==> config.mk <==
export PLATFORM = sky130hd
export DESIGN_NAME = regFile
export DESIGN_NICKNAME = d
export VERILOG_FILES = /design/src/regFile.sv
export SDC_FILE = /design/constraint.sdc
export NUM_CORES = 2
export LEC_CHECK = 0
export BUFFER_PORTS_ARGS = -buffer_cell sky130_fd_sc_hd__buf_2
export CORE_MARGIN = 8
export CORE_UTILIZATION = 40
export DETAILED_ROUTE_END_ITERATION = 10
export HOLD_SLACK_MARGIN = 0.1
export PLACE_DENSITY = 0.53
export SETUP_SLACK_MARGIN = 0.5
export SYNTH_ARGS = -nofsm -noshare
export SYNTH_HDL_FRONTEND = slang
export SYNTH_SLANG_ARGS = --single-unit
==> constraint.sdc <==
create_clock -name clock -period 2 [get_ports clock]
set_input_delay 0.2 -clock clock [delete_from_list [all_inputs] [get_ports clock]]
set_output_delay 0.2 -clock clock [all_outputs]
set_load 0.01 [all_outputs]
==> src/regFile.sv <==
`timescale 1ns/1ps

module regFile (
  input logic clock,
  input logic reset,
  input logic [4:0] rs1Addr,
  input logic [4:0] rs2Addr,
  output logic [31:0] rs1Data,
  output logic [31:0] rs2Data,
  input logic writeEn,
  input logic [4:0] rdAddr,
  input logic [31:0] rdData
);

  logic [31:0] regs [32];

  always_ff @(posedge clock) begin
    if (reset) begin
      for (int i = 0; i < 32; i++) begin
        regs[i] <= 32'd0;
      end
    end else if (writeEn && rdAddr != 5'd0) begin // x0 never written
      regs[rdAddr] <= rdData;
    end
  end

  assign rs1Data = (rs1Addr == 5'd0) ? 32'd0 : regs[rs1Addr]; // async read
  assign rs2Data = (rs2Addr == 5'd0) ? 32'd0 : regs[rs2Addr];

endmodule

-- Word level (Yosys, flattened, before mapping)
Memory sizes are Yosys's and may differ from the RTL's.
Index checks and enable logic that the tools add are counted.
- bits in registers: 0
- memory bits (writable): 1024
- output and inout port bits: 64
- memories kept: 1
- memory list (memory ; depth ; bits a word ; read ports ; clocked after Yosys merged registers in ; wr ports ; line ; RTL):
    regs ; 32 ; 32 ; 2 ; 0 ; 32 ; 15 ; logic [31:0] regs [32];
- multiplexer cells: 10
- reduce and logical (&&, ||, !) cells: 5
- operators with widths (kind ; number):
    32-bit 2-to-1 mux ; 3
    32-bit OR reduction ; 1
    5-bit zero test ; 2
    1-bit 2-to-1 mux ; 6
    5-bit 2-to-1 mux ; 1
    5-bit nonzero test ; 1
    1-bit logical AND ; 1

-- Logic depth before layout (Yosys ltp)
- depth in word-level cells: 7
- depth in mapped cells: 9
- depth with buffers taken out: 4

-- Least setup slack after synthesis
Ideal clock, no wire load.
- path type: input port to flip-flop
- start point: input rdAddr[1]
- end point: memory regs[12][0], enable pin
- library setup time: 0.375 ns
- data arrival time: 1.746 ns
- data required time: 1.625 ns
- slack: -0.121 ns
- stages on the path: 4
- path buffers: 1
- cells stage by stage: or4b_2 -> clkbuf_1 -> nor2_1 -> or2_2
- RTL lines (item ; line ; RTL):
    start, declared ; 11 ; input logic [4:0] rdAddr,
    end, declared ; 15 ;

==> results.md <==
- Outcome: complete, but fails checks
- Violations in the final reports: setup timing
- Vertical die dimension: 384.3 µm
- Sum of overflow across all layers after global routing: 0
- Final hold slack: 0.1327 ns
- Count of nets after finishing: 3,953
- Vias: 35,493
- Synth async-reset ratio: 0%
- Area of the core: 0.1351 mm²
- Max reg flops: 1,024
- Number of top-level pins: 114
- Clock tree from TritonCTS: yes
- Routed Wire Length: 202,600 µm
- Core occupancy in the finished layout: 50.07%
- Highest Clock Rate: 0.3421 GHz
- Cell Pwr Density: 811.6 mW/mm²
- Setup TNS: -49.35 ns
- Max transition margin: 43.04%
- Start-to-end type of the worst setup path: flip-flop to primary output
- Post-synthesis register bit count: 1,024
- Total number of H-tree levels: 3
- Registers with the most flip-flops: regs: 1024 flops
- Input/output buffers: 113
- Sum of internal, switching and leakage power: 54,910 µW
- TritonCTS buffer count: 113
- Number of antenna violations at the first check in global routing: 26
- Starting density of the core: 40.15%
- Clock tree root buffer cell: sky130_fd_sc_hd__clkbuf_16
- # DRC: 0
- Placer Congestion: 0.8608
- Dominant combinational cell family by area after synthesis: multiplexers
- Proportion of synthesized area in mux cells: 22.98%
- Detailed-routing iteration count for the pre-antenna-repair pass: 5
- Post-Synth Simple-Gate Area: 13.33%
- Beginning of the worst hold path: rdData[14]
- Largest area contributor in the synthesized netlist: sky130_fd_sc_hd__edfxtp_1
- Filler cell count: 11,212
- Final worst path period share: 146.2%
- Prevailing post-synth register cell: sky130_fd_sc_hd__edfxtp_1
- Count of cells along the worst hold path: 2
- Number of nets still failing antenna checks after routing: 0
- Arithmetic-cell share of the synthesized area counting full adders, half adders and majority gates: 0%
- Summed instance area of the synthesized netlist: 0.05425 mm²
- Number of max-cap violations: 0
- Post-Synthesis Cells: 3,502
- Sequential area share after synthesis: 56.68%
- Worst IR Drop VDD: 0.8152 mV
- Layout cells sized above 1: 39.89%
- Type of destination of the critical path: primary output
- Maximum number of pins on one net before global-route repair: 36
- Number of placement rows: 135
- Aggregate global-route resource usage: 27.11%
- Global-route wire length before repair: 283,500 µm
- Top post-synthesis cells by area: sky130_fd_sc_hd__edfxtp_1, sky130_fd_sc_hd__mux4_2, sky130_fd_sc_hd__and2_1, sky130_fd_sc_hd__mux2i_1, sky130_fd_sc_hd__clkbuf_1
- Xor-xnor portion of the synthesized cell area: 0%
- RSZ-0062 raised after global routing: true
- Die Wd: 384.3 µm
- Detailed placement HPWL: 135,700 µm
- Category of the worst setup path launch point: flip-flop
- Most common cell after layout, fill and taps aside: sky130_fd_sc_hd__edfxtp_1
- Clock sink count: 1,024
- Total die area: 0.1477 mm²
- Data arrival time at the worst-slack endpoint: 2.72 ns
- Portion of synthesized cell area occupied by the leading cell type: 56.68%
- Count of different cell masters after synthesis: 42
- Via count of the first global-routing pass: 36,933
- Crit Path Max Fanout: 2
- Leading cell types in the layout, fill and taps excluded: sky130_fd_sc_hd__edfxtp_1, sky130_fd_sc_hd__and2_1, sky130_fd_sc_hd__mux4_2
- Via count normalized by instance count: 6.128
- Final setup slack of the worst path: -0.9234 ns
- Synth Area in Compound Gates: 3.651%
- Endpoint of the worst hold-timing path: regs[26][14]$_SDFFCE_PN0P_
- Static leakage power: 0.02379 µW
- Worst Path Required: 1.80 ns
- Hold Violations, Final: 0
- Iteration-0 DRC Markers: 3,917
- Yosys Warn Count: 0
- Area Growth Syn to Fin: 24.71%
- Clock slew at reported path FFs: 0.06 ns
- Post-Syn Area per Cell: 15.49 µm²
- Detailed-route wire length per cell: 34.97 µm
- Final slew viol count: 0
- Minimum period implied by the final worst setup slack: 2.923 ns
- Number of synthesized flops with an enable pin: 1,024
- Min-delay worst type: input port to flip-flop
- Maximum buffer depth of the clock tree: 3
- Register containing the most flip-flops in the final layout: regs
- Setup Viol. Count Final: 64
- Pin slew with the least headroom to its limit: 0.8527 ns
==> what timing repair did <==
item / CTS / global route
cloned: 0 / 0
hold buffers: 23 / 0
resized for setup: 118 / 16
hold endpoints to repair: 494 / 0
pin swaps: 88 / 9
buffers inserted: 23 / 11
setup endpoints to repair: 64 / 64
==> worst max-delay path by stage <==
stage	endpoint	startpoint
after global routing	rs1Data[17]	regs[31][17]$_SDFFCE_PN0P_
after global placement	rs2Data[6]	rs2Addr[0]
final	rs1Data[17]	regs[29][17]$_SDFFCE_PN0P_
after floorplan	rs2Data[25]	rs2Addr[0]
after CTS	rs1Data[15]	regs[16][15]$_SDFFCE_PN0P_
after detailed placement	rs2Data[6]	rs2Addr[0]
==> layout make-up <==
type | instances | area, µm² | area share [%]
multi-input cells | 2120 | 24340 | 35.98
clock inverters | 79 | 785.8 | 1.161
diodes | 13 | 32.53 | 0.04808
inverters | 2 | 8.758 | 0.01295
flip-flops and latches | 1024 | 30750 | 45.45
repair buffers | 642 | 6616 | 9.779
well taps | 1781 | 2228 | 3.294
clock buffers | 131 | 2895 | 4.279
==> metrics by stage <==
stage	setup WS [ns]	instances	cell area, µm²
floorplan	0.1023	3533	56740
global placement	-0.6689	5512	62740
detailed placement	-0.7329	5512	62740
CTS	-0.9800	5768	67460
global route	-0.9891	5782	67630
finish	-0.9234	5792	67660
==> critical path, cell delays in order, from the launching register on <==
cell and delay, ns:
sky130_fd_sc_hd__edfxtp_1 0.40, sky130_fd_sc_hd__mux4_2 0.49, sky130_fd_sc_hd__mux4_2 0.60, sky130_fd_sc_hd__o22ai_2 0.15
sky130_fd_sc_hd__buf_6 0.14, sky130_fd_sc_hd__nor3_2 0.04, sky130_fd_sc_hd__buf_2 0.14
==> kinds of logic (layout without fill, tap and decap cells) <==
logic type,after synthesis,count (layout)
compound gates,259,259
mux,652,652
other cells,1,45
buf+inv,389,854
simple gates,1177,1177
flops,1024,1024
==> cells in the mapped netlist, types with 6 or more instances <==
master	count
sky130_fd_sc_hd__a2111oi_1	41
sky130_fd_sc_hd__buf_4	38
sky130_fd_sc_hd__buf_1	11
sky130_fd_sc_hd__clkbuf_1	271
sky130_fd_sc_hd__buf_6	21
sky130_fd_sc_hd__o22ai_1	103
sky130_fd_sc_hd__a22oi_1	16
sky130_fd_sc_hd__buf_2	46
sky130_fd_sc_hd__mux2i_1	150
sky130_fd_sc_hd__mux2_2	30
sky130_fd_sc_hd__nor3_1	54
sky130_fd_sc_hd__a21oi_1	12
sky130_fd_sc_hd__and2_1	995
sky130_fd_sc_hd__a22o_1	51
sky130_fd_sc_hd__a2111oi_0	14
sky130_fd_sc_hd__a211oi_1	7
sky130_fd_sc_hd__nand2_1	7
sky130_fd_sc_hd__mux4_2	472
sky130_fd_sc_hd__or2_2	33
sky130_fd_sc_hd__edfxtp_1	1024
sky130_fd_sc_hd__nor2b_1	14
sky130_fd_sc_hd__nor2_1	36
sky130_fd_sc_hd__nor4_1	6
==> power by group <==
group | leakage, µW | switching, µW | internal [µW] | total, µW
sequential | 0.00975 | 669 | 24800 | 25500
combinational | 0.0123 | 4400 | 3840 | 8240
clock | 0.00178 | 9040 | 12200 | 21200
total | 0.0238 | 14100 | 40800 | 54900
==> routing by layer <==
metal / vias to the layer above / wire length, µm / GRT usage (%)
met5: - / 62 / 0
met4: 10 / 6950 / 8.466
met3: 346 / 16670 / 5.277
met2: 1823 / 96420 / 44.21
met1: 18879 / 82470 / 36.80
li1: 14435 / - / -
No activity file was read; power rests on OpenSTA's default activity.
