`src/corePkg.sv`:
```
package corePkg;

  localparam int memWords = 256; // ram depth in words
  localparam int memAddrBits = 8; // word address width
  localparam logic [31:0] resetPc = 32'h0000_0000; // first fetch address

  // immediate format of the current instruction
  typedef enum logic [2:0] {
    typeR = 3'd0, // no immediate
    typeI = 3'd1, // alu imm, loads, jalr
    typeS = 3'd2, // stores
    typeB = 3'd3, // branches
    typeU = 3'd4, // lui, auipc
    typeJ = 3'd5 // jal
  } instType;

  typedef enum logic [3:0] {
    aluAdd = 4'd0,
    aluPassB = 4'd1, // lui
    aluAddClearLsb = 4'd2, // jalr target
    aluSub = 4'd3,
    aluSltu = 4'd4,
    aluSlt = 4'd5, // signed compare
    aluXor = 4'd6,
    aluSra = 4'd7 // arithmetic right shift
  } aluOp;

  // writeback source for rd
  typedef enum logic [1:0] {
    wbMem = 2'd0, // load data
    wbAlu = 2'd1,
    wbPcPlus4 = 2'd2 // link address
  } wbSel;

  typedef enum logic [2:0] {
    stIdle = 3'd0, // waiting for start
    stFetch = 3'd1, // fetch req raised
    stFetchWait = 3'd2, // ir loads from rdata
    stExecute = 3'd3,
    stMemory = 3'd4, // loads and stores only
    stWriteback = 3'd5, // retire strobe
    stHalt = 3'd6 // after ebreak
  } seqState;

endpackage

```
`src/memBus.sv`:
```
`timescale 1ns/1ps

interface memBus;
  logic req; // level, held until gnt
  logic we;
  logic [corePkg::memAddrBits-1:0] addr; // word address
  logic [31:0] wdata;
  logic [3:0] wstrb; // byte lanes for writes
  logic gnt; // one cycle accept strobe
  logic [31:0] rdata; // valid the cycle after gnt

  // one ram port as seen from the requester
  modport requester (output req, we, addr, wdata, wstrb, input gnt, rdata);

  modport arbiter (input req, we, addr, wdata, wstrb, output gnt, rdata);
endinterface

```
`src/loadStoreUnit.sv`:
```
`timescale 1ns/1ps

module loadStoreUnit (
  input logic clock,
  input logic reset,
  input logic memStart,
  input logic memRead,
  input logic memWrite,
  input logic [3:0] readMask,
  input logic [3:0] writeMask,
  input logic [31:0] address, // byte address from alu
  input logic [31:0] storeData,
  memBus.requester dataBus,
  output logic [31:0] loadData,
  output logic memDone
);

  logic pending; // request lost arbitration
  logic [7:0] laneByte;

  // address and data come from a stable ir, so they hold until gnt
  assign dataBus.req = memStart || pending;
  assign dataBus.we = memWrite;
  assign dataBus.addr = address[corePkg::memAddrBits+1:2];
  assign dataBus.wdata = storeData;
  assign dataBus.wstrb = memWrite ? writeMask : 4'd0;

  always_ff @(posedge clock) begin
    if (reset) begin
      pending <= 1'b0;
      memDone <= 1'b0;
    end else begin
      pending <= (memStart || pending) && !dataBus.gnt;
      memDone <= dataBus.gnt; // rdata lands with this
    end
  end

  assign laneByte = dataBus.rdata[{address[1:0], 3'b000} +: 8]; // lb lane

  always_comb begin
    if (!memRead) begin
      loadData = 32'd0; // stores return nothing
    end else if (readMask == 4'b1111) begin
      loadData = dataBus.rdata; // lw
    end else begin
      loadData = {{24{laneByte[7]}}, laneByte}; // lb sign extend
    end
  end

endmodule

```
`src/flat_wrapper.sv`:
```
// flat-port wrapper written by rule: the top's interface ports become plain ports
module loadStoreUnit_flat 
  (clock, reset, memStart, memRead, memWrite, readMask, writeMask, address, storeData, loadData, memDone, dataBus_req, dataBus_we, dataBus_addr, dataBus_wdata, dataBus_wstrb, dataBus_gnt, dataBus_rdata);
  memBus dataBus_i ();
  input logic clock;
  input logic reset;
  input logic memStart;
  input logic memRead;
  input logic memWrite;
  input logic [3:0] readMask;
  input logic [3:0] writeMask;
  input logic [31:0] address;
  input logic [31:0] storeData;
  output logic [31:0] loadData;
  output logic memDone;
  output wire logic [$bits(dataBus_i.req)-1:0] dataBus_req;
  output wire logic [$bits(dataBus_i.we)-1:0] dataBus_we;
  output wire logic [$bits(dataBus_i.addr)-1:0] dataBus_addr;
  output wire logic [$bits(dataBus_i.wdata)-1:0] dataBus_wdata;
  output wire logic [$bits(dataBus_i.wstrb)-1:0] dataBus_wstrb;
  input wire logic [$bits(dataBus_i.gnt)-1:0] dataBus_gnt;
  input wire logic [$bits(dataBus_i.rdata)-1:0] dataBus_rdata;
  assign dataBus_req = dataBus_i.req;
  assign dataBus_we = dataBus_i.we;
  assign dataBus_addr = dataBus_i.addr;
  assign dataBus_wdata = dataBus_i.wdata;
  assign dataBus_wstrb = dataBus_i.wstrb;
  assign dataBus_i.gnt = dataBus_gnt;
  assign dataBus_i.rdata = dataBus_rdata;
  loadStoreUnit u_core (.clock(clock), .reset(reset), .memStart(memStart), .memRead(memRead), .memWrite(memWrite), .readMask(readMask), .writeMask(writeMask), .address(address), .storeData(storeData), .dataBus(dataBus_i), .loadData(loadData), .memDone(memDone));
endmodule
```
`config.mk`:
```
export PLATFORM = sky130hd
export DESIGN_NAME = loadStoreUnit_flat
export DESIGN_NICKNAME = d
export VERILOG_FILES = /design/src/corePkg.sv /design/src/memBus.sv /design/src/loadStoreUnit.sv /design/src/flat_wrapper.sv
export SDC_FILE = /design/constraint.sdc
export NUM_CORES = 1
export LEC_CHECK = 0
export ABC_AREA = 1
export BUFFER_PORTS_ARGS = -buffer_cell sky130_fd_sc_hd__buf_2
export CORE_AREA = 5 5 70 72
export CTS_BUF_LIST = sky130_fd_sc_hd__clkbuf_8
export DETAILED_ROUTE_END_ITERATION = 16
export DIE_AREA = 0 0 75 77
export GPL_ROUTABILITY_DRIVEN = 0
export PLACE_DENSITY = 0.93
export SLEW_MARGIN = 20
export SYNTH_ARGS = -nofsm -noshare
export SYNTH_HDL_FRONTEND = slang
export SYNTH_SLANG_ARGS = --single-unit
```
`constraint.sdc`:
```
create_clock -name clock -period 3 [get_ports clock]
set_input_delay 0.6 -clock clock [delete_from_list [all_inputs] [get_ports clock]]
set_output_delay 0.6 -clock clock [all_outputs]
set_load 0.03 [all_outputs]
```
After elaboration in Yosys (flattened, before gate mapping) --
Index checks and enable logic that the tools add are counted.
Word-level totals: bits of input ports 110, bits in registers 2
Cells by class: shift operators 1, multiplexer cells 3, reductions and logical operators 3, eq/ne operators 1
Operators with widths (count):
- 2-to-1 mux 32 bit | 2
- indexed part select 32 x 6 -> 8 bit | 1
- == test 4 bit, second input constant | 1
- 2-to-1 mux 4 bit | 1
- logical AND 1 bit | 1
- zero test 1 bit | 1
- logical OR 1 bit | 1

Longest topological paths before layout --
depth after elaboration 3, depth in mapped cells 8

Worst setup path before layout --
Ideal clock, no wire load.
kind input port to output port, start point in readMask[2], end point out loadData[10], data arrival time 1.564 ns, stages 5, path slack 0.836 ns, cells stage by stage nand4_4 inv_4 buf_6 nand2_1 a21oi_1
Between the ends: cells in the longest elaborated chain, start to end 3
Ends and longest elaborated chain:
- start: declaration | RTL line flat_wrapper.sv:10 | input logic [3:0] readMask;
- == test 4 bit | RTL line loadStoreUnit.sv:43 | end else if (readMask == 4'b1111) begin
- 2-to-1 mux 32 bit | RTL line loadStoreUnit.sv:43
- 2-to-1 mux 32 bit | RTL line loadStoreUnit.sv:41 | if (!memRead) begin
- end: declaration | RTL line flat_wrapper.sv:14 | output logic [31:0] loadData;
Every way passes these cells.

Final worst setup path --
start point in readMask[2], end point out loadData[24]
The elaborated chain is that of the path after synthesis.

==> results by group <==
Clock tree
  • Clk slew on worst S/H paths: 0.03 ns
  • CTS Buffer Depth: 2
  • Postcts setup bufs: 0
  • Root buffer cell: clkbuf_8
  • Post-CTS resize count: 0
  • Clock Latency Late Sink: 0.21 ns
  • Max H-tree Level: 1
  • Sink Count: 2
  • # hold bufs at CTS: 0
  • CTS tree: done
  • Total CTS buffers: 3

Worst setup path
  • CP required: 2.40 ns
  • CP Launch Type: input port
  • CP Max Fanout: 32
  • Critical path class: in2out
  • Worst setup EP type: output pin
  • Crit path DAT: 1.76 ns

Final layout
  • Nets@finish: 355
  • Area growth syn-to-layout: 10.6%
  • Fill cells: 487
  • Layout cell share with drive strength beyond 1: 48.6%
  • # diodes: 0

Global routing
  • Largest net degree at the start of global routing: 33
  • First-pass GRT wire length: 6.27 mm
  • Vias in the first global route: 1356
  • Initial antenna violation count: 0
  • Grt total ovfl: 0
  • Tot GR Track Use: 13.8%

Worst hold path
  • HP Class: reg2reg

Die
  • Core area: 4230 um^2
  • Die Span X: 75 um
  • Ports: 189
  • Initial core utilization: 29.4%
  • Rows: 24
  • Die height: 77 um
  • Area of the die: 5780 um^2

Detailed routing
  • DRC Markers: 0
  • Initial DRT Pass Iterations: 4
  • Total number of vias: 1388
  • Initial drt markers: 40
  • Total detailed-routing wirelength: 4.11 mm
  • Vias per cell: 4.71
  • Wire per inst: 13.9 um
  • Routed Antenna Nets: 0

Run status
  • Status: finished clean

Synth
  • Post-synth top flop: dfxtp_1
  • Async SR Flop Fraction: 0%
  • Main area contributors after synthesis: buf_4, nand2_1, a21oi_2
  • EDFF count, synth: 0
  • Sequential area share after synthesis: 3.22%
  • Register bit total from synthesis: 2
  • Synthesized net count: 315
  • Post-Syn Area: 1240 um^2
  • Library cells used by synthesis: 19
  • Gate Count Post-Synth: 205
  • Biggest area consumer among synthesized cells: buf_4
  • Avg Cell Area, Syn: 6.07 um^2
  • Ys Warns: 0
  • Share of the synthesized area in the top cell type: 24.7%

Run
  • MaxCap Viol Count: 0

Power and ir drop
  • Leak: 0.821 nW
  • Pwr per Cell Area: 292 nW/um^2
  • VDD IR-drop max: 0.0906 mV

Timing
  • Fin crit period: 2.36 ns
  • Setup TNS Final: 0 ns
  • Tcrit/Tclk final: 78.8%
  • Fin. max-slew vios: 0
  • Fin Clk Skew: 0 ns
  • # setup viols final: 0
  • Slew HR: 69.2%
  • Final Hold Viols: 0
  • RSZ-0062 raised after global routing: false
  • Max Clk Rate: 0.423 GHz
  • Final Worst Setup Slack: 0.636 ns
  • Least-Margin Pin Slew: 0.462 ns

Place
  • Pre-CTS setup slack: 0.625 ns
  • Hpwl dp: 3.12 mm
  • IO buf count: 86
[path summary, 6_finish.rpt]
check                                     from              to  slack, ns  depth (start not counted)
worst min-delay path            u_core.pending  u_core.pending       0.50                          2
worst max register to register  u_core.pending  u_core.pending       2.40                          2
worst min register to register  u_core.pending  u_core.pending       0.50                          2
worst max-delay path               readMask[2]    loadData[24]       0.64                          6
[Yosys cell counts (2+ instances only)]
| cell | instances |
|---|---|
| nor2_1 | 2 |
| inv_1 | 32 |
| nand3_1 | 8 |
| buf_6 | 9 |
| a21oi_1 | 12 |
| dfxtp_1 | 2 |
| a21oi_2 | 20 |
| buf_4 | 41 |
| nand2_1 | 54 |
| o211ai_1 | 14 |
| clkbuf_1 | 3 |
[critical path, stage by stage]
cell and delay, ns:
buf_2 0.10, nand4_4 0.22, inv_4 0.34, nand2_1 0.12
a21oi_2 0.16, buf_2 0.22
[layout make-up]
type,instances,area [um^2],area share [%]
multi-input cells,115,644,46.9
repair buffers,88,445,32.4
well taps,52,65.1,4.73
inverters,35,139,10.1
clock buffers,3,41.3,3.00
flip-flops and latches,2,40.0,2.91
[kinds of logic (layout without fill, tap and decap cells)]
| logic type | Yosys count | after routing | share of synthesized area (%) |
|---|---|---|---|
| AO/OA/AOI/OAI | 46 | 46 | 27.4 |
| buffers and inverters | 88 | 126 | 45.0 |
| flip-flops | 2 | 2 | 3.22 |
| AND/OR/NAND/NOR | 69 | 69 | 24.4 |
[sequential cells by signal (all words and copies together) (netlist names)]
signal / cells
u_core.memDone: 1
u_core.pending: 1
[through the flow]
step / cells / power [mW] / util [%] / hold slack (ns) / instance area [um^2]
global placement: 292 / 0.295 / 31.5 / 0.483 / 1330
floorplan: 205 / 0.318 / - / 0.474 / 1240
CTS: 295 / 0.409 / 32.5 / 0.512 / 1380
detailed placement: 292 / 0.299 / 31.5 / 0.505 / 1330
global route: 295 / 0.432 / 32.5 / 0.562 / 1380
finish: 295 / 0.401 / 32.5 / 0.503 / 1380
[routing by layer]
metal	vias up	track usage [%]	wire, um	share of wire [%]
met4	0	7.12	130	3.2
li1	677	-	-	-
met2	65	26.1	2090	51
met1	624	14.0	1500	36
met5	-	0	0	0
met3	22	1.83	387	9.4
[power breakdown]
| part | internal, mW | total, mW | switching, mW |
|---|---|---|---|
| clock network | 0.0849 | 0.106 | 0.0213 |
| registers | 0.0282 | 0.0285 | 0.000328 |
| logic | 0.0844 | 0.267 | 0.182 |
| total | 0.197 | 0.401 | 0.204 |
[cells in the final DEF (no fill, tap or decap), types with 2 or more instances in the layout]
cell type	synthesis	final
buf_2	0	86
nand2_1	54	54
inv_1	32	32
a21oi_2	20	20
o211ai_1	14	14
a21oi_1	12	12
nand3_1	8	8
clkbuf_8	0	3
nor2_1	2	2
buf_4	41	2
dfxtp_1	2	2
No activity file was read; power rests on OpenSTA's default activity.
