`src/corePkg.sv`:
```
package corePkg;

  localparam int memWords = 256; // ram depth in words
  localparam int memAddrBits = 8; // word address width
  localparam logic [31:0] resetPc = 32'h0000_0000; // first fetch address

  // immediate format of the current instruction
  typedef enum logic [2:0] {
    typeR = 3'd0, // no immediate
    typeI = 3'd1, // alu imm, loads, jalr
    typeS = 3'd2, // stores
    typeB = 3'd3, // branches
    typeU = 3'd4, // lui, auipc
    typeJ = 3'd5 // jal
  } instType;

  typedef enum logic [3:0] {
    aluAdd = 4'd0,
    aluPassB = 4'd1, // lui
    aluAddClearLsb = 4'd2, // jalr target
    aluSub = 4'd3,
    aluSltu = 4'd4,
    aluSlt = 4'd5, // signed compare
    aluXor = 4'd6,
    aluSra = 4'd7 // arithmetic right shift
  } aluOp;

  // writeback source for rd
  typedef enum logic [1:0] {
    wbMem = 2'd0, // load data
    wbAlu = 2'd1,
    wbPcPlus4 = 2'd2 // link address
  } wbSel;

  typedef enum logic [2:0] {
    stIdle = 3'd0, // waiting for start
    stFetch = 3'd1, // fetch req raised
    stFetchWait = 3'd2, // ir loads from rdata
    stExecute = 3'd3,
    stMemory = 3'd4, // loads and stores only
    stWriteback = 3'd5, // retire strobe
    stHalt = 3'd6 // after ebreak
  } seqState;

endpackage

```
`src/instDecoder.sv`:
```
`timescale 1ns/1ps

module instDecoder (
  input logic [6:0] opcode,
  input logic [2:0] funct3,
  input logic [6:0] funct7,
  input logic brEq, // rs1 == rs2
  input logic brLt, // rs1 < rs2, sign per brUnsigned
  output logic regWrite,
  output logic memRead,
  output logic memWrite,
  output logic isEbreak,
  output logic pcSel, // 1 takes aluResult as next pc
  output logic aluASel, // 1 selects pc
  output logic aluBSel, // 1 selects immediate
  output corePkg::wbSel wbSel,
  output corePkg::aluOp aluOp,
  output logic brUnsigned,
  output logic [3:0] readMask,
  output logic [3:0] writeMask,
  output corePkg::instType instKind
);

  // row layout {regWrite, memRead, memWrite, isEbreak, pcSel, aSel, bSel, wbSel, aluOp}
  logic [12:0] ctlOp; // keyed by opcode
  logic [12:0] ctlF3; // keyed by opcode + funct3
  logic [12:0] ctlF7; // keyed by opcode + funct3 + funct7
  logic [12:0] ctl;
  logic [8:0] maskF3; // {brUnsigned, readMask, writeMask}
  logic brTaken;

  always_comb begin
    case (opcode)
      7'b0010111: ctlOp = {7'b1000011, corePkg::wbAlu, corePkg::aluAdd}; // auipc
      7'b0110111: ctlOp = {7'b1000001, corePkg::wbAlu, corePkg::aluPassB}; // lui
      7'b1101111: ctlOp = {7'b1000111, corePkg::wbPcPlus4, corePkg::aluAdd}; // jal
      default: ctlOp = 13'd0;
    endcase
  end

  always_comb begin
    maskF3 = 9'd0;
    case ({opcode, funct3})
      10'b0010011_000: ctlF3 = {7'b1000001, corePkg::wbAlu, corePkg::aluAdd}; // addi
      10'b0010011_011: ctlF3 = {7'b1000001, corePkg::wbAlu, corePkg::aluSltu}; // sltiu
      10'b1110011_000: ctlF3 = {7'b0001000, 6'd0}; // ebreak
      10'b1100111_000: ctlF3 = {7'b1000101, corePkg::wbPcPlus4, corePkg::aluAddClearLsb}; // jalr
      10'b0100011_010: begin // sw
        ctlF3 = {7'b0010001, corePkg::wbMem, corePkg::aluAdd};
        maskF3 = {1'b0, 4'b0000, 4'b1111};
      end
      10'b0000011_010: begin // lw
        ctlF3 = {7'b1100001, corePkg::wbMem, corePkg::aluAdd};
        maskF3 = {1'b0, 4'b1111, 4'b0000};
      end
      10'b0000011_000: begin // lb
        ctlF3 = {7'b1100001, corePkg::wbMem, corePkg::aluAdd};
        maskF3 = {1'b0, 4'b0001, 4'b0000};
      end
      10'b1100011_000, 10'b1100011_001, 10'b1100011_100, 10'b1100011_101: begin
        ctlF3 = {7'b0000011, corePkg::wbMem, corePkg::aluAdd}; // signed branches to pc+imm
      end
      10'b1100011_110, 10'b1100011_111: begin // bltu, bgeu
        ctlF3 = {7'b0000011, corePkg::wbMem, corePkg::aluAdd};
        maskF3 = {1'b1, 4'b0000, 4'b0000};
      end
      default: ctlF3 = 13'd0;
    endcase
  end

  always_comb begin
    case ({opcode, funct3, funct7})
      17'b0110011_000_0000000: ctlF7 = {7'b1000000, corePkg::wbAlu, corePkg::aluAdd}; // add
      17'b0110011_000_0100000: ctlF7 = {7'b1000000, corePkg::wbAlu, corePkg::aluSub}; // sub
      17'b0110011_100_0000000: ctlF7 = {7'b1000000, corePkg::wbAlu, corePkg::aluXor}; // xor
      17'b0110011_011_0000000: ctlF7 = {7'b1000000, corePkg::wbAlu, corePkg::aluSltu}; // sltu
      17'b0010011_101_0100000: ctlF7 = {7'b1000001, corePkg::wbAlu, corePkg::aluSra}; // srai
      default: ctlF7 = 13'd0;
    endcase
  end

  always_comb begin
    case ({opcode, funct3})
      10'b1100011_000: brTaken = brEq; // beq
      10'b1100011_001: brTaken = ~brEq; // bne
      10'b1100011_100, 10'b1100011_110: brTaken = brLt; // blt, bltu
      10'b1100011_101, 10'b1100011_111: brTaken = ~brLt; // bge, bgeu
      default: brTaken = 1'b0;
    endcase
  end

  assign ctl = ctlOp | ctlF3 | ctlF7; // at most one level hits
  assign {regWrite, memRead, memWrite, isEbreak} = ctl[12:9];
  assign pcSel = ctl[8] | brTaken; // jumps or resolved branch
  assign {aluASel, aluBSel} = ctl[7:6];
  assign wbSel = corePkg::wbSel'(ctl[5:4]);
  assign aluOp = corePkg::aluOp'(ctl[3:0]);
  assign {brUnsigned, readMask, writeMask} = maskF3;

  always_comb begin
    case (opcode)
      7'b0110111, 7'b0010111: instKind = corePkg::typeU; // lui, auipc
      7'b1101111: instKind = corePkg::typeJ;
      7'b1100111, 7'b0000011, 7'b0010011, 7'b1110011: instKind = corePkg::typeI;
      7'b1100011: instKind = corePkg::typeB;
      7'b0100011: instKind = corePkg::typeS;
      default: instKind = corePkg::typeR; // also unknown
    endcase
  end

endmodule

```
`config.mk`:
```
export PLATFORM = sky130hd
export DESIGN_NAME = instDecoder
export DESIGN_NICKNAME = d
export VERILOG_FILES = /design/src/corePkg.sv /design/src/instDecoder.sv
export SDC_FILE = /design/constraint.sdc
export NUM_CORES = 1
export LEC_CHECK = 0
export BUFFER_PORTS_ARGS = -buffer_cell sky130_fd_sc_hd__buf_2
export CELL_PAD_IN_SITES_DETAIL_PLACEMENT = 0
export CELL_PAD_IN_SITES_GLOBAL_PLACEMENT = 2
export CORE_ASPECT_RATIO = 1.75
export CORE_UTILIZATION = 19
export DETAILED_ROUTE_END_ITERATION = 8
export GPL_ROUTABILITY_DRIVEN = 0
export PLACE_DENSITY_LB_ADDON = 0.1
export REMOVE_ABC_BUFFERS = 1
export SYNTH_ARGS = -nofsm -noshare
export SYNTH_HDL_FRONTEND = slang
export SYNTH_SLANG_ARGS = --single-unit
export TNS_END_PERCENT = 100
```
`constraint.sdc`:
```
create_clock -name vclk -period 1.7
set_input_delay 0.085 -clock vclk [all_inputs]
set_output_delay 0.085 -clock vclk [all_outputs]
set_load 0.005 [all_outputs]
```
=== Yosys cells after proc, flatten, opt, wreduce, memory -nomap -nowiden ===
Cells that the tools add are included.
W data, S select, Z words.

* Equal/unequal tests: 27
* Muxes and demuxes: 6
* Bitwise logic cells: 5
* Reduce and logical (&&, ||, !) cells: 7

{| class="wikitable"
|+ Operator list
! operator !! count
|-
| $pmux W13 S7 || 1
|-
| $eq A10 B10 Y1 const B || 8
|-
| $eq A17 B16 Y1 const B || 4
|-
| $pmux W13 S5 || 1
|-
| $pmux W13 S3 || 1
|-
| $pmux W9 S4 || 1
|-
| $eq A7 B7 Y1 const B || 4
|-
| $or A13 B13 Y13 || 2
|-
| $eq A10 B5 Y1 const B || 2
|-
| $eq A10 B8 Y1 const B || 2
|-
| $eq A17 B15 Y1 const B || 1
|-
| $pmux W3 S5 || 1
|-
| $eq A7 B5 Y1 const B || 2
|-
| $eq A7 B6 Y1 const B || 2
|-
| $eq A10 B9 Y1 const B || 1
|-
| $reduce_or A2 Y1 || 5
|-
| $eq A7 B2 Y1 const B || 1
|-
| $reduce_or A6 Y1 || 1
|-
| $pmux W1 S4 || 1
|-
| $reduce_or A4 Y1 || 1
|-
| $not A1 Y1 || 2
|-
| $or A1 B1 Y1 || 1
|}

* Register bits: 0
* Output and inout bits: 25
* Word-level logic and storage cells: 45

=== Logic depth before layout (Yosys ltp) ===
* Depth after elaboration: 6
* Depth in mapped cells: 6

=== Worst setup path after synthesis ===
OpenSTA, ideal clock, no wires.

* Path type: input-to-output
* Start point: input opcode[4]
* End point: output aluOp[2]
* Arrival time: 1.268 ns
* Setup slack: 0.347 ns
* Stages: 5
* Buffers on the path: 1
* Cell sequence: buf_4 or4b_4 nor4_4 inv_2 o311ai_2

* Cells in the longest elaborated chain, start to end: 5

{| class="wikitable"
|+ RTL lines
! what !! line !! source
|-
| start: declaration || instDecoder.sv:4 || <nowiki>input logic [6:0] opcode,</nowiki>
|-
| $eq A10 B10 Y1 or $eq A10 B5 Y1 (tied branches) || instDecoder.sv:43 || <nowiki>case ({opcode, funct3})</nowiki>
|-
| $reduce_or A6 Y1 (no line) or $reduce_or A2 Y1 (tied branches) || - ||
|-
| $pmux W13 S7 || instDecoder.sv:43 ||
|-
| $or A13 B13 Y13 || instDecoder.sv:92 || <nowiki>assign ctl = ctlOp | ctlF3 | ctlF7;</nowiki>
|-
| $or A13 B13 Y13 * || instDecoder.sv:92 ||
|-
| end: declaration || instDecoder.sv:17 || <nowiki>output corePkg::aluOp aluOp,</nowiki>
|}

Every way passes the cells marked *; elsewhere a longest branch is shown, timed or not.

=== Worst setup path after layout ===
* Start point: input funct7[1]
* End point: output aluOp[2]

* Cells in the longest elaborated chain, start to end: 3

{| class="wikitable"
|+ RTL lines
! what !! line !! source
|-
| start: declaration || instDecoder.sv:6 || <nowiki>input logic [6:0] funct7,</nowiki>
|-
| $eq A17 B15 Y1 or $eq A17 B16 Y1 (tied branches) || instDecoder.sv:72 || <nowiki>case ({opcode, funct3, funct7})</nowiki>
|-
| $pmux W13 S5 * || instDecoder.sv:72 ||
|-
| $or A13 B13 Y13 * || instDecoder.sv:92 ||
|}

Marked as above.

==> results.yml <==
drt:
  wl_mm: 2.14
  viasPerCell: 5.07
  drt-initial-drc-count: 5
  vias: 786
  drc: 0
  ant_nets: 0
  first_pass_iters: 3
  wl_per_cell_um: 13.8
synthesis:
  yosys.area_share.xor_xnor_pct: 4.73
  synth_compound_area_share_pct: 20.9
  netlist_instances: 87
  ys_seq_area_share_pct: 0
  synth_top_family_by_area: "simple AND/OR/NAND/NOR gates"
  syn_area_um2: 556
  yosys.area_share.simple_pct: 57.9
  yosys.area_share.adder_pct: 0
  avgSynthCellArea_um2: 6.39
  ys_warn_count: 0
  synth_mux_area_share_pct: 0
  synth_cell_types: 38
pwr:
  p_leak_nw: 0.433
  switching_share_pct: 55.5
  irDropWorstVdd_mv: 0.0844
  power_frac_comb_pct: 100.0
  intPower_mw: 0.0528
  pwr-share-clk_pct: 0
  power_density_nw_per_um2: 145
  p_switching_mw: 0.0660
  p_seq_share_pct: 0
die:
  core_um2: 2750
  ioPinCount: 44
  start_util_pct: 20.2
  dieArea_um2: 3150
  die_w_um: 42.9
  placementRows: 25
  die_y_um: 73.5
critical_path:
  crit_path_end_kind: "output pin"
  crit_required_ns: 1.62
  worstSetupPathType: "in2out"
  crit_arrival_ns: 1.57
  crit_fanout: 4
  start_kind: "input port"
global_routing:
  antenna_found_initial: 0
  first_global_vias: 726
  grtUsageTotal_pct: 13.5
  grt_pass1_wl_mm: 3.46
  grt_overflow: 0
  grt_max_degree: 17
hold_path:
  min_to: "aluOp[2]"
  whs_path_depth: 3
  min-delay-start: "funct7[5]"
  min_path_type: "in2out"
finish:
  area_growth_syn_to_layout_pct: 47.5
  seq_cell_count: 0
  n_antenna_cell: 0
  clockBufferCount: 0
  num-nets-final: 149
  layout-drive-gt1-share_pct: 47.7
  seq_area_um2: 0
  nFillCells: 317
  post-route-util_pct: 29.8
  design_area_um2: 820
place:
  dp_slack_ns: 0.0299
  portBuffers: 43
  hpwl_mm: 1.75
  placed_cell_area_um2: 807
sta:
  worst_hold_slack_ns: 0.575
  slew_viol_final: 0
  rsz0062_at_grt: "yes"
  fin_crit_sh_pct: 97.3
  post-route-worst-setup-slack_ns: 0.0457
  finalSetupViolations: 0
  finalHoldViolCount: 0
  setup_tns_ns: 0
  period_needed_ns: 1.65
  fmax_ghz: 0.604
clock_tree:
  postCtsSetupBuffers: 0
run:
  maxCapViolCount: 0
run_status:
  outcome: "completed"
[cells in the final DEF, fill, tap and decap left out, types with 2 or more instances in the layout]
cell type,count
and2_1,2
xor2_1,2
nor4_2,2
nor2_1,5
o21ai_0,2
nand3_1,8
inv_1,3
nand2_1,7
a211oi_1,2
buf_4,10
a21oi_1,3
nand2b_1,3
nand4b_1,3
buf_2,43
nor3_1,6
nor4_1,2
or3_1,4
[cell type report]
class / instances / area, um^2 / area share (%)
inverters: 4 / 15.0 / 1.83
multi-input cells: 71 / 480 / 58.6
well taps: 27 / 33.8 / 4.12
repair buffers: 53 / 290 / 35.4
[repair_timing]
item                                    CTS  global route
hold buffers                              0             0
gates resized for setup                   0             2
endpoints found under the setup margin    0             9
[power groups by stage]
| stage | Clock [mW] | Sequential, mW | Combinational [mW] |
|---|---|---|---|
| floorplan | 0 | 0 | 0.0425 |
| global placement | 0 | 0 | 0.118 |
| detailed placement | 0 | 0 | 0.118 |
| CTS | 0 | 0 | 0.119 |
| global route | 0 | 0 | 0.132 |
| finish | 0 | 0 | 0.119 |
[worst max-delay path, cell delays in order]
cell      delay [ns]
buf_2           0.10
or4_4           0.56
nor4_4          0.38
inv_2           0.06
o311ai_2        0.24
buf_2           0.15
[metal layers]
layer  GRT usage, %  vias up  share of wire [%]
met5              0        -                  0
li1               -      406                  -
met2           26.6       26                 53
met1           16.6      354                 43
met4              0        0                  0
met3          0.737        0                4.3
[cell usage after synthesis, drive strengths merged]
cell	n	area, um^2
or4b	1	13.8
a21oi	3	15.0
a41o	1	10.0
xnor2	1	8.76
a221o	1	10.0
o21ai	2	10.0
a211oi	2	15.0
nand4bb	1	11.3
nor3b	1	7.51
buf	8	57.6
and2	2	12.5
nand3b	1	7.51
xor2	2	17.5
o211ai	1	7.51
clkbuf	4	15.0
nor2	5	18.8
inv	4	15.0
nor3	6	30.0
or2	1	6.26
nor4	5	46.3
nor2b	1	6.26
o311ai	2	25.0
or4	2	18.8
a22oi	1	7.51
o221ai	1	8.76
nand2b	3	18.8
or3	4	25.0
conb	1	3.75
nand2	7	26.3
nand4	1	6.26
nand4b	3	26.3
a21o	1	7.51
nand3	8	40.0
[cell families after synthesis]
family	after synthesis
XOR/XNOR	3
other	1
buffers and inverters	16
AO/OA/AOI/OAI	15
AND/OR/NAND/NOR	52
[through the flow]
| step | total power, mW | instances |
|---|---|---|
| after floorplan | 0.0425 | 75 |
| after global placement | 0.118 | 155 |
| after detailed placement | 0.118 | 155 |
| after CTS | 0.119 | 155 |
| after global routing | 0.132 | 155 |
| final | 0.119 | 155 |
[worst max path at each step]
stage	slack (ns)	cells after the start	to	from
2_1_floorplan	0.35	4	aluOp[2]	funct7[1]
5_1_grt	-0.05	6	aluOp[2]	funct7[1]
4_1_cts	0.03	6	aluOp[2]	funct7[1]
6_report	0.05	6	aluOp[2]	funct7[1]
3_5_place_dp	0.03	6	aluOp[2]	funct7[1]
3_3_place_gp	0.03	6	aluOp[2]	funct7[1]
(Power assumes the default switching activity.)
