### src/corePkg.sv
package corePkg;

  localparam int memWords = 256; // ram depth in words
  localparam int memAddrBits = 8; // word address width
  localparam logic [31:0] resetPc = 32'h0000_0000; // first fetch address

  // immediate format of the current instruction
  typedef enum logic [2:0] {
    typeR = 3'd0, // no immediate
    typeI = 3'd1, // alu imm, loads, jalr
    typeS = 3'd2, // stores
    typeB = 3'd3, // branches
    typeU = 3'd4, // lui, auipc
    typeJ = 3'd5 // jal
  } instType;

  typedef enum logic [3:0] {
    aluAdd = 4'd0,
    aluPassB = 4'd1, // lui
    aluAddClearLsb = 4'd2, // jalr target
    aluSub = 4'd3,
    aluSltu = 4'd4,
    aluSlt = 4'd5, // signed compare
    aluXor = 4'd6,
    aluSra = 4'd7 // arithmetic right shift
  } aluOp;

  // writeback source for rd
  typedef enum logic [1:0] {
    wbMem = 2'd0, // load data
    wbAlu = 2'd1,
    wbPcPlus4 = 2'd2 // link address
  } wbSel;

  typedef enum logic [2:0] {
    stIdle = 3'd0, // waiting for start
    stFetch = 3'd1, // fetch req raised
    stFetchWait = 3'd2, // ir loads from rdata
    stExecute = 3'd3,
    stMemory = 3'd4, // loads and stores only
    stWriteback = 3'd5, // retire strobe
    stHalt = 3'd6 // after ebreak
  } seqState;

endpackage

### src/aluBranch.sv
`timescale 1ns/1ps

module aluBranch (
  input logic [31:0] instr,
  input logic [31:0] pc,
  input logic [31:0] rs1Data,
  input logic [31:0] rs2Data,
  input corePkg::instType instKind,
  input corePkg::aluOp aluOp,
  input logic aluASel,
  input logic aluBSel,
  input logic brUnsigned,
  output logic [31:0] aluResult,
  output logic brEq,
  output logic brLt
);

  logic [31:0] imm;
  logic [31:0] opA;
  logic [31:0] opB;

  always_comb begin
    case (instKind)
      corePkg::typeI: imm = {{20{instr[31]}}, instr[31:20]}; // shamt sits in imm[4:0]
      corePkg::typeS: imm = {{20{instr[31]}}, instr[31:25], instr[11:7]};
      corePkg::typeB: imm = {{19{instr[31]}}, instr[31], instr[7], instr[30:25], instr[11:8], 1'b0};
      corePkg::typeU: imm = {instr[31:12], 12'd0};
      corePkg::typeJ: imm = {{11{instr[31]}}, instr[31], instr[19:12], instr[20], instr[30:21], 1'b0};
      default: imm = 32'd0; // R type has none
    endcase
  end

  assign opA = aluASel ? pc : rs1Data;
  assign opB = aluBSel ? imm : rs2Data;

  always_comb begin
    case (aluOp)
      corePkg::aluAdd: aluResult = opA + opB;
      corePkg::aluPassB: aluResult = opB;
      corePkg::aluAddClearLsb: aluResult = (opA + opB) & ~32'd1; // jalr target
      corePkg::aluSub: aluResult = opA - opB;
      corePkg::aluSltu: aluResult = {31'd0, opA < opB};
      corePkg::aluSlt: aluResult = {31'd0, $signed(opA) < $signed(opB)};
      corePkg::aluXor: aluResult = opA ^ opB;
      corePkg::aluSra: aluResult = $signed(opA) >>> opB[4:0]; // sign fills
      default: aluResult = 32'd0;
    endcase
  end

  // comparator always on rs1/rs2, not on the alu operands
  assign brEq = rs1Data == rs2Data;
  assign brLt = brUnsigned ? (rs1Data < rs2Data) : ($signed(rs1Data) < $signed(rs2Data));

endmodule

### config.mk
export PLATFORM = sky130hd
export DESIGN_NAME = aluBranch
export DESIGN_NICKNAME = d
export VERILOG_FILES = /design/src/corePkg.sv /design/src/aluBranch.sv
export SDC_FILE = /design/constraint.sdc
export NUM_CORES = 1
export LEC_CHECK = 0
export BUFFER_PORTS_ARGS = -buffer_cell sky130_fd_sc_hd__buf_2
export CELL_PAD_IN_SITES_DETAIL_PLACEMENT = 1
export CELL_PAD_IN_SITES_GLOBAL_PLACEMENT = 2
export CORE_MARGIN = 10
export CORE_UTILIZATION = 31
export DETAILED_ROUTE_END_ITERATION = 10
export PLACE_DENSITY = 0.87
export RECOVER_POWER = 100
export SLEW_MARGIN = 20
export SYNTH_ARGS = -nofsm -noshare
export SYNTH_HDL_FRONTEND = slang
export SYNTH_SLANG_ARGS = --single-unit
### constraint.sdc
create_clock -name vclk -period 5.06
set_input_delay 0.253 -clock vclk [all_inputs]
set_output_delay 0.253 -clock vclk [all_outputs]
set_load 0.01 [all_outputs]
# Yosys cells after proc, flatten, opt, wreduce, memory -nomap -nowiden
# Cells that the tools add are included.
# W data, S select, Z words.
[op_classes] n_addsub=2 order_cmp=4 eq_ne=13 shift=1 mux=5 bitwise=1 n_reduce_logical=1
[ops] cell="$pmux W32 S8" count=1
[ops] cell="$pmux W32 S5" count=1
[ops] cell="$lt A32 B32 Y1" count=4
[ops] cell="$mux W32" count=2
[ops] cell="$add A32 B32 Y32" count=1
[ops] cell="$eq A32 B32 Y1" count=1
[ops] cell="$sshr A32 B5 Y32" count=1
[ops] cell="$sub A32 B32 Y32" count=1
[ops] cell="$xor A32 B32 Y32" count=1
[ops] cell="$eq A4 B3 Y1 const B" count=4
[ops] cell="$eq A4 B2 Y1 const B" count=2
[ops] cell="$eq A3 B2 Y1 const B" count=2
[ops] cell="$eq A3 B3 Y1 const B" count=2
[ops] cell="$eq A4 B1 Y1 const B" count=1
[ops] cell="$logic_not A4 Y1" count=1
[ops] cell="$eq A3 B1 Y1 const B" count=1
[ops] cell="$mux W1" count=1
[totals] register_bits=0 in_bits=138 output_inout_bits=34 wordCells=27

# Longest topological paths before layout
# Gate-level depths: netlist of the first run.
[depth] depth_word=5 depth_mapped=20 mapped_depth_nobuf=17

# Least setup slack after synthesis of the first run
# Ideal clock, no wire load.
[synth_timing] path_kind="input port to output port" start="input port instKind[2]" end="output port aluResult[20]" t_arrival_ns=4.032 required_ns=4.807 slack_ns=0.775 path_stages=16 path_buffers=4 path_cell_list="buf_4 > and3b_1 > a221o_1 > buf_2 > buf_2 > buf_1 > ha_1 > o21bai_1 > a21oi_1 > o21ai_0 > a21oi_1 > o41ai_1 > a2111oi_0 > a21oi_1 > nor2_1 > or4_1"
[synth_via] elab_chain_cells=5 word_cells_on_any_way=12 cone_classes="add/sub (2); eq/ne (5); shift (1); mux (3); bitwise (1)"
[synth_rtl] element="start: declaration" line_no="aluBranch.sv:8" rtl="input corePkg::instType instKind,"
[synth_rtl] element="$eq A3 B3 Y1, or another cell as far along" line_no="aluBranch.sv:23" rtl="case (instKind)"
[synth_rtl] element="$pmux W32 S5 *" line_no="aluBranch.sv:23"
[synth_rtl] element="$mux W32 *" line_no="aluBranch.sv:34" rtl="assign opB = aluBSel ? imm : rs2Data;"
[synth_rtl] element="$sub A32 B32 Y32, or another cell as far along" line_no="aluBranch.sv:41" rtl="corePkg::aluSub: aluResult = opA - opB;"
[synth_rtl] element="$pmux W32 S8 *" line_no="aluBranch.sv:37" rtl="case (aluOp)"
[synth_rtl] element="end: declaration" line_no="aluBranch.sv:13" rtl="output logic [31:0] aluResult,"
# Mark *: on every way between the ends. The rest lies on a longest branch, timed or not.

# Worst setup path in the final report of the first run
[layout_timing] start="input port instKind[1]" end="output port aluResult[30]"
# Same word-level chain as after synthesis.

==> results_dict.tcl, run 1 <==
set metrics [dict create \
    leakagePower_nw 4.265 \
    drive_above_1_share 0.1834 \
    layout_common_cells "buf_2, a21oi_1, nor2_1, inv_1, ha_1" \
    seq_area_frac_synth 0 \
    num_io_pins 172 \
    grt_pass1_wl_mm 61.76 \
    swShare 0.6399 \
    seq_cells 0 \
    finalPower_w 0.001443 \
    fp.dieW_um 178.8 \
    slew_viol_final 0 \
    drt-initial-drc-count 1123 \
    clock_power_share 0 \
    fin_util 0.3635 \
    postRouteAntennaNets 0 \
    worstSetupStartpointType "input port" \
    final_cells 1682 \
    multi_input_area_mm2 0.007088 \
    hold_viol 0 \
    final-seq-area_um2 0 \
    start_util 0.3131 \
    grt_max_degree 50 \
    yosysWarnings 0 \
    ir_worst_vdd_mv 0.03607 \
    track_usage 0.2452 \
    crit_fanout 13 \
    required_ns 4.81 \
    syn2layout_area_growth_pct 16.12 \
    finalSetupViolCount 0 \
    wl_mm 41.58 \
    worstMarginPinSlew_ns 1.144 \
    fin_setup_tns_ns 0 \
    setup.worst_path.start "instKind[1]" \
    avgSynthCellArea_um2 6.411 \
    nFillCells 3350 \
    hold_depth 4 \
    fmax_mhz 206.0 \
    power_density_mw_per_mm2 159.0 \
    cts_setup_buffers 0 \
    final_common_cell "buf_2" \
    p_int_w 0.0005196 \
    place_inst 1682 \
    setup_slack_ns 0.2055 \
    rsz0062_at_grt "false" \
    power_frac_comb 1.000 \
    min_path_type "in -> out" \
    synth_area_leader_cell "ha_1" \
    placementRows 58 \
    gr-total-overflow 0 \
    vias_per_cell 6.282 \
    p_switching_w 0.0009234 \
    ys_types 74 \
    synth_top_area_frac 0.1521 \
    wl_per_cell_um 24.72 \
    nClkBuffers 0 \
    syn_area_mm2 0.007815 \
    drt-pass1-iter-count 5 \
    min_period_ns 4.854 \
    die_h_um 178.8 \
    antenna_found_initial 0 \
    dp_slack_ns 0.3766 \
    endpoint_kind "primary output" \
    finalCritPeriodShare 0.9594 \
    synthCells 1219 \
    diodes 0 \
    dp_hpwl_mm 34.74 \
    core_mm2 0.02496 \
    num_vias 10570 \
    gp_congestion 0.9848 \
    synth_nets 1454 \
    seq_power_share 0 \
    route.detailed.drc 0 \
    min_from "brUnsigned" \
    critPathKind "in -> out" \
    drv_cap 0 \
    status "finished clean" \
    die_area_mm2 0.03196 \
    io_buffers 165 \
    nets 1589 \
    max-slew-margin-rel 0.2300 \
    grt_pass1_vias 10520 \
    arrival_ns 4.60 \
    synth.area.top_cells "ha_1, a21oi_1, mux2i_1, nor2_1, o21ai_0" \
]
kinds of logic after synthesis:
kind of cell / share of synthesized area
AO/OA/AOI/OAI: 0.3985
AND/OR/NAND/NOR: 0.2237
buffers and inverters: 0.09718
XOR/XNOR: 0.01233
adder cells (fa/ha/maj): 0.1572
multiplexers: 0.1111
stage by stage:
stage	cell area (µm²)	hold slack, ns
after floorplan	7815	0.6901
after global placement	9095	0.8653
after detailed placement	9095	0.8828
after CTS	9095	0.8840
after global routing	9075	0.9050
final	9075	0.8742
power by group through the flow:
stage	Clock (W)	Combinational, W	Sequential [W]
after floorplan	0	0.000909	0
after global placement	0	0.00139	0
after detailed placement	0	0.00141	0
after CTS	0	0.00142	0
after global routing	0	0.00156	0
final	0	0.00144	0
what timing repair did:
| action | 4_1_cts | 5_1_grt |
|---|---|---|
| endpoints found under the setup margin | 0 | 5 |
| hold buffers | 0 | 0 |
| resized for setup | 0 | 4 |
area by class of cell:
class | count | share of cell area
well taps | 330 | 0.04550
multi-input cells | 1028 | 0.7811
repair buffers | 215 | 0.1284
inverters | 109 | 0.04508
cell usage after synthesis, types with 21 or more instances:
cell type	count
mux2i_1	53
nor3_1	34
o22ai_1	31
nor2_1	124
a221oi_1	25
inv_1	108
a21oi_1	132
mux2_2	30
nor2b_1	21
o211ai_1	22
nand2_1	76
nand3_1	26
a21o_1	27
clkbuf_1	55
o21ai_0	89
ha_1	95
final timing paths:
path                             to  slack, ns
worst max-delay path  aluResult[30]       0.21
worst min-delay path           brLt       0.87
per-layer routing:
layer	GRT usage	part of all wire	vias to the layer above
met5	0	0	-
met3	0.03580	0.086	89
li1	-	-	4828
met4	0.08543	0.041	0
met1	0.3245	0.43	5153
met2	0.3969	0.44	496
critical path: stages:
cell and delay (ns):
buf_2 0.21, nor2_1 0.07, nor3b_1 0.55, clkbuf_1 0.23, a21oi_1 0.07, o22ai_1 0.43, ha_1 0.49, and3_1 0.28
o2111ai_1 0.12, a21oi_1 0.16, a2111o_1 0.43, o21ai_0 0.25, o21ai_0 0.21, a41oi_1 0.39, a21o_1 0.17, a21o_1 0.12
clkbuf_1 0.15
(Power assumes the default switching activity.)
==> run 2: changes to the inputs <==
- CORE_MARGIN: 10 -> 3
- TNS_END_PERCENT: default -> 30
- clock period: 5.06 -> 4.8 ns (I/O delays scaled with it)
==> run 2 against run 1 <==
Effect of this change: setup slack better by 0.026 ns; hold slack worse by 0.018 ns; final cell count grew 0.71%; critical path type unchanged; critical endpoint is now aluResult[23].
==> results_dict.tcl, run 2 (same netlist as run 1, synthesis figures left out) <==
set metrics [dict create \
    place_inst 1694 \
    fin_setup_tns_ns 0 \
    layout_common_cells "buf_2, a21oi_1, nor2_1, inv_1, ha_1" \
    hold_depth 4 \
    cts_hold_buf 0 \
    num_io_pins 172 \
    num_vias 10440 \
    final_cells 1694 \
    nets 1607 \
    endpoint_kind "primary output" \
    final-seq-area_um2 0 \
    drive_above_1_share 0.2007 \
    fmax_mhz 218.9 \
    core_mm2 0.02453 \
    drt-initial-drc-count 859 \
    min_period_ns 4.569 \
    fin_util 0.3764 \
    power_density_mw_per_mm2 168.7 \
    rsz0062_at_grt "false" \
    diodes 0 \
    drv_cap 0 \
    fp.dieW_um 164.8 \
    wl_met2_mm 19.04 \
    wl_met3_mm 3.581 \
    io_buffers 165 \
    nClkBuffers 0 \
    gp_congestion 0.9706 \
    finalSetupViolCount 0 \
    drt-met1-wl_mm 17.34 \
    max-slew-margin-rel 0.2604 \
    grt_pass1_wl_mm 61.39 \
    dp_slack_ns 0.006032 \
    worstMarginPinSlew_ns 1.099 \
    drt-pass1-iter-count 5 \
    crit_fanout 13 \
    antenna_found_initial 1 \
    required_ns 4.56 \
    dp_hpwl_mm 34.13 \
    min_from "brUnsigned" \
    finalCritPeriodShare 0.9518 \
    start_util 0.3185 \
    min_path_type "in -> out" \
    arrival_ns 4.33 \
    gr-total-overflow 0 \
    critPathKind "in -> out" \
    postRouteAntennaNets 0 \
    grt_max_degree 50 \
    route.detailed.drc 0 \
    status "finished clean" \
    seq_cells 0 \
    slew_viol_final 0 \
    leakagePower_nw 4.374 \
    final_common_cell "buf_2" \
    placementRows 57 \
    nFillCells 3276 \
    top_layer "met5" \
    setup.worst_path.start "aluBSel" \
    design_area_mm2 0.009235 \
    wl_per_cell_um 24.35 \
    cts_setup_buffers 0 \
    ir_worst_vdd_mv 0.06647 \
    setup_slack_ns 0.2313 \
    dpl-instance-area_mm2 0.009229 \
    syn2layout_area_growth_pct 18.17 \
    die_h_um 164.8 \
    vias_per_cell 6.161 \
    track_usage 0.2921 \
    die_area_mm2 0.02715 \
    wl_mm 41.25 \
    hold_viol 0 \
    grt_pass1_vias 10460 \
    worstSetupStartpointType "input port" \
]
[run 2: changes by cell type in the layout (fill, tap and decap cells not counted), sizes merged]
cell	previous run	this run
clkbuf	21	17
buf	194	216
[run 2: timing repair]
action                                  4_1_cts  5_1_grt
gates resized for setup                       1       10
endpoints found under the setup margin        1       13
pin swaps                                     0        0
cloned                                        0        0
[run 2: stage by stage]
step / hold WS (ns) / total power (W)
final: 0.8564 / 0.001558
after global routing: 0.8851 / 0.001688
after CTS: 0.8621 / 0.001524
after detailed placement: 0.8571 / 0.001514
after global placement: 0.8478 / 0.001487
after floorplan: 0.6641 / 0.0009580
[run 2: final cells by class]
class | count | area [µm²] | share of cell area
multi-input combinational | 1028 | 7108 | 0.7697
timing repair buffer | 233 | 1313 | 0.1421
inverter | 109 | 409.1 | 0.04430
tap | 324 | 405.4 | 0.04390
[run 2: power breakdown]
part / internal [W] / switching [W]
clock network: 0 / 0
registers: 0 / 0
logic: 0.000577 / 0.000981
[run 2: final timing paths]
check	end	slack, ns
min	brLt	0.86
max	aluResult[23]	0.23
[run 2: critical path, cell delays in order]
cell and delay (ns):
clkbuf_2 0.22, buf_4 0.24, nor2b_1 0.08, a31oi_1 0.26, and2_0 0.32, ha_1 0.39, a21oi_1 0.24, nor3b_1 0.24
a21oi_1 0.15, o41ai_2 0.45, o41ai_2 0.21, a21oi_1 0.49, buf_4 0.21, nor2_1 0.04, a211o_1 0.23, o21a_1 0.14
buf_2 0.15
[run 2: per-layer routing]
metal  track usage  up-vias
met3       0.05969       64
li1              -     4862
met1        0.3789     5077
met2        0.4901      431
met5             0        -
met4       0.08120        2
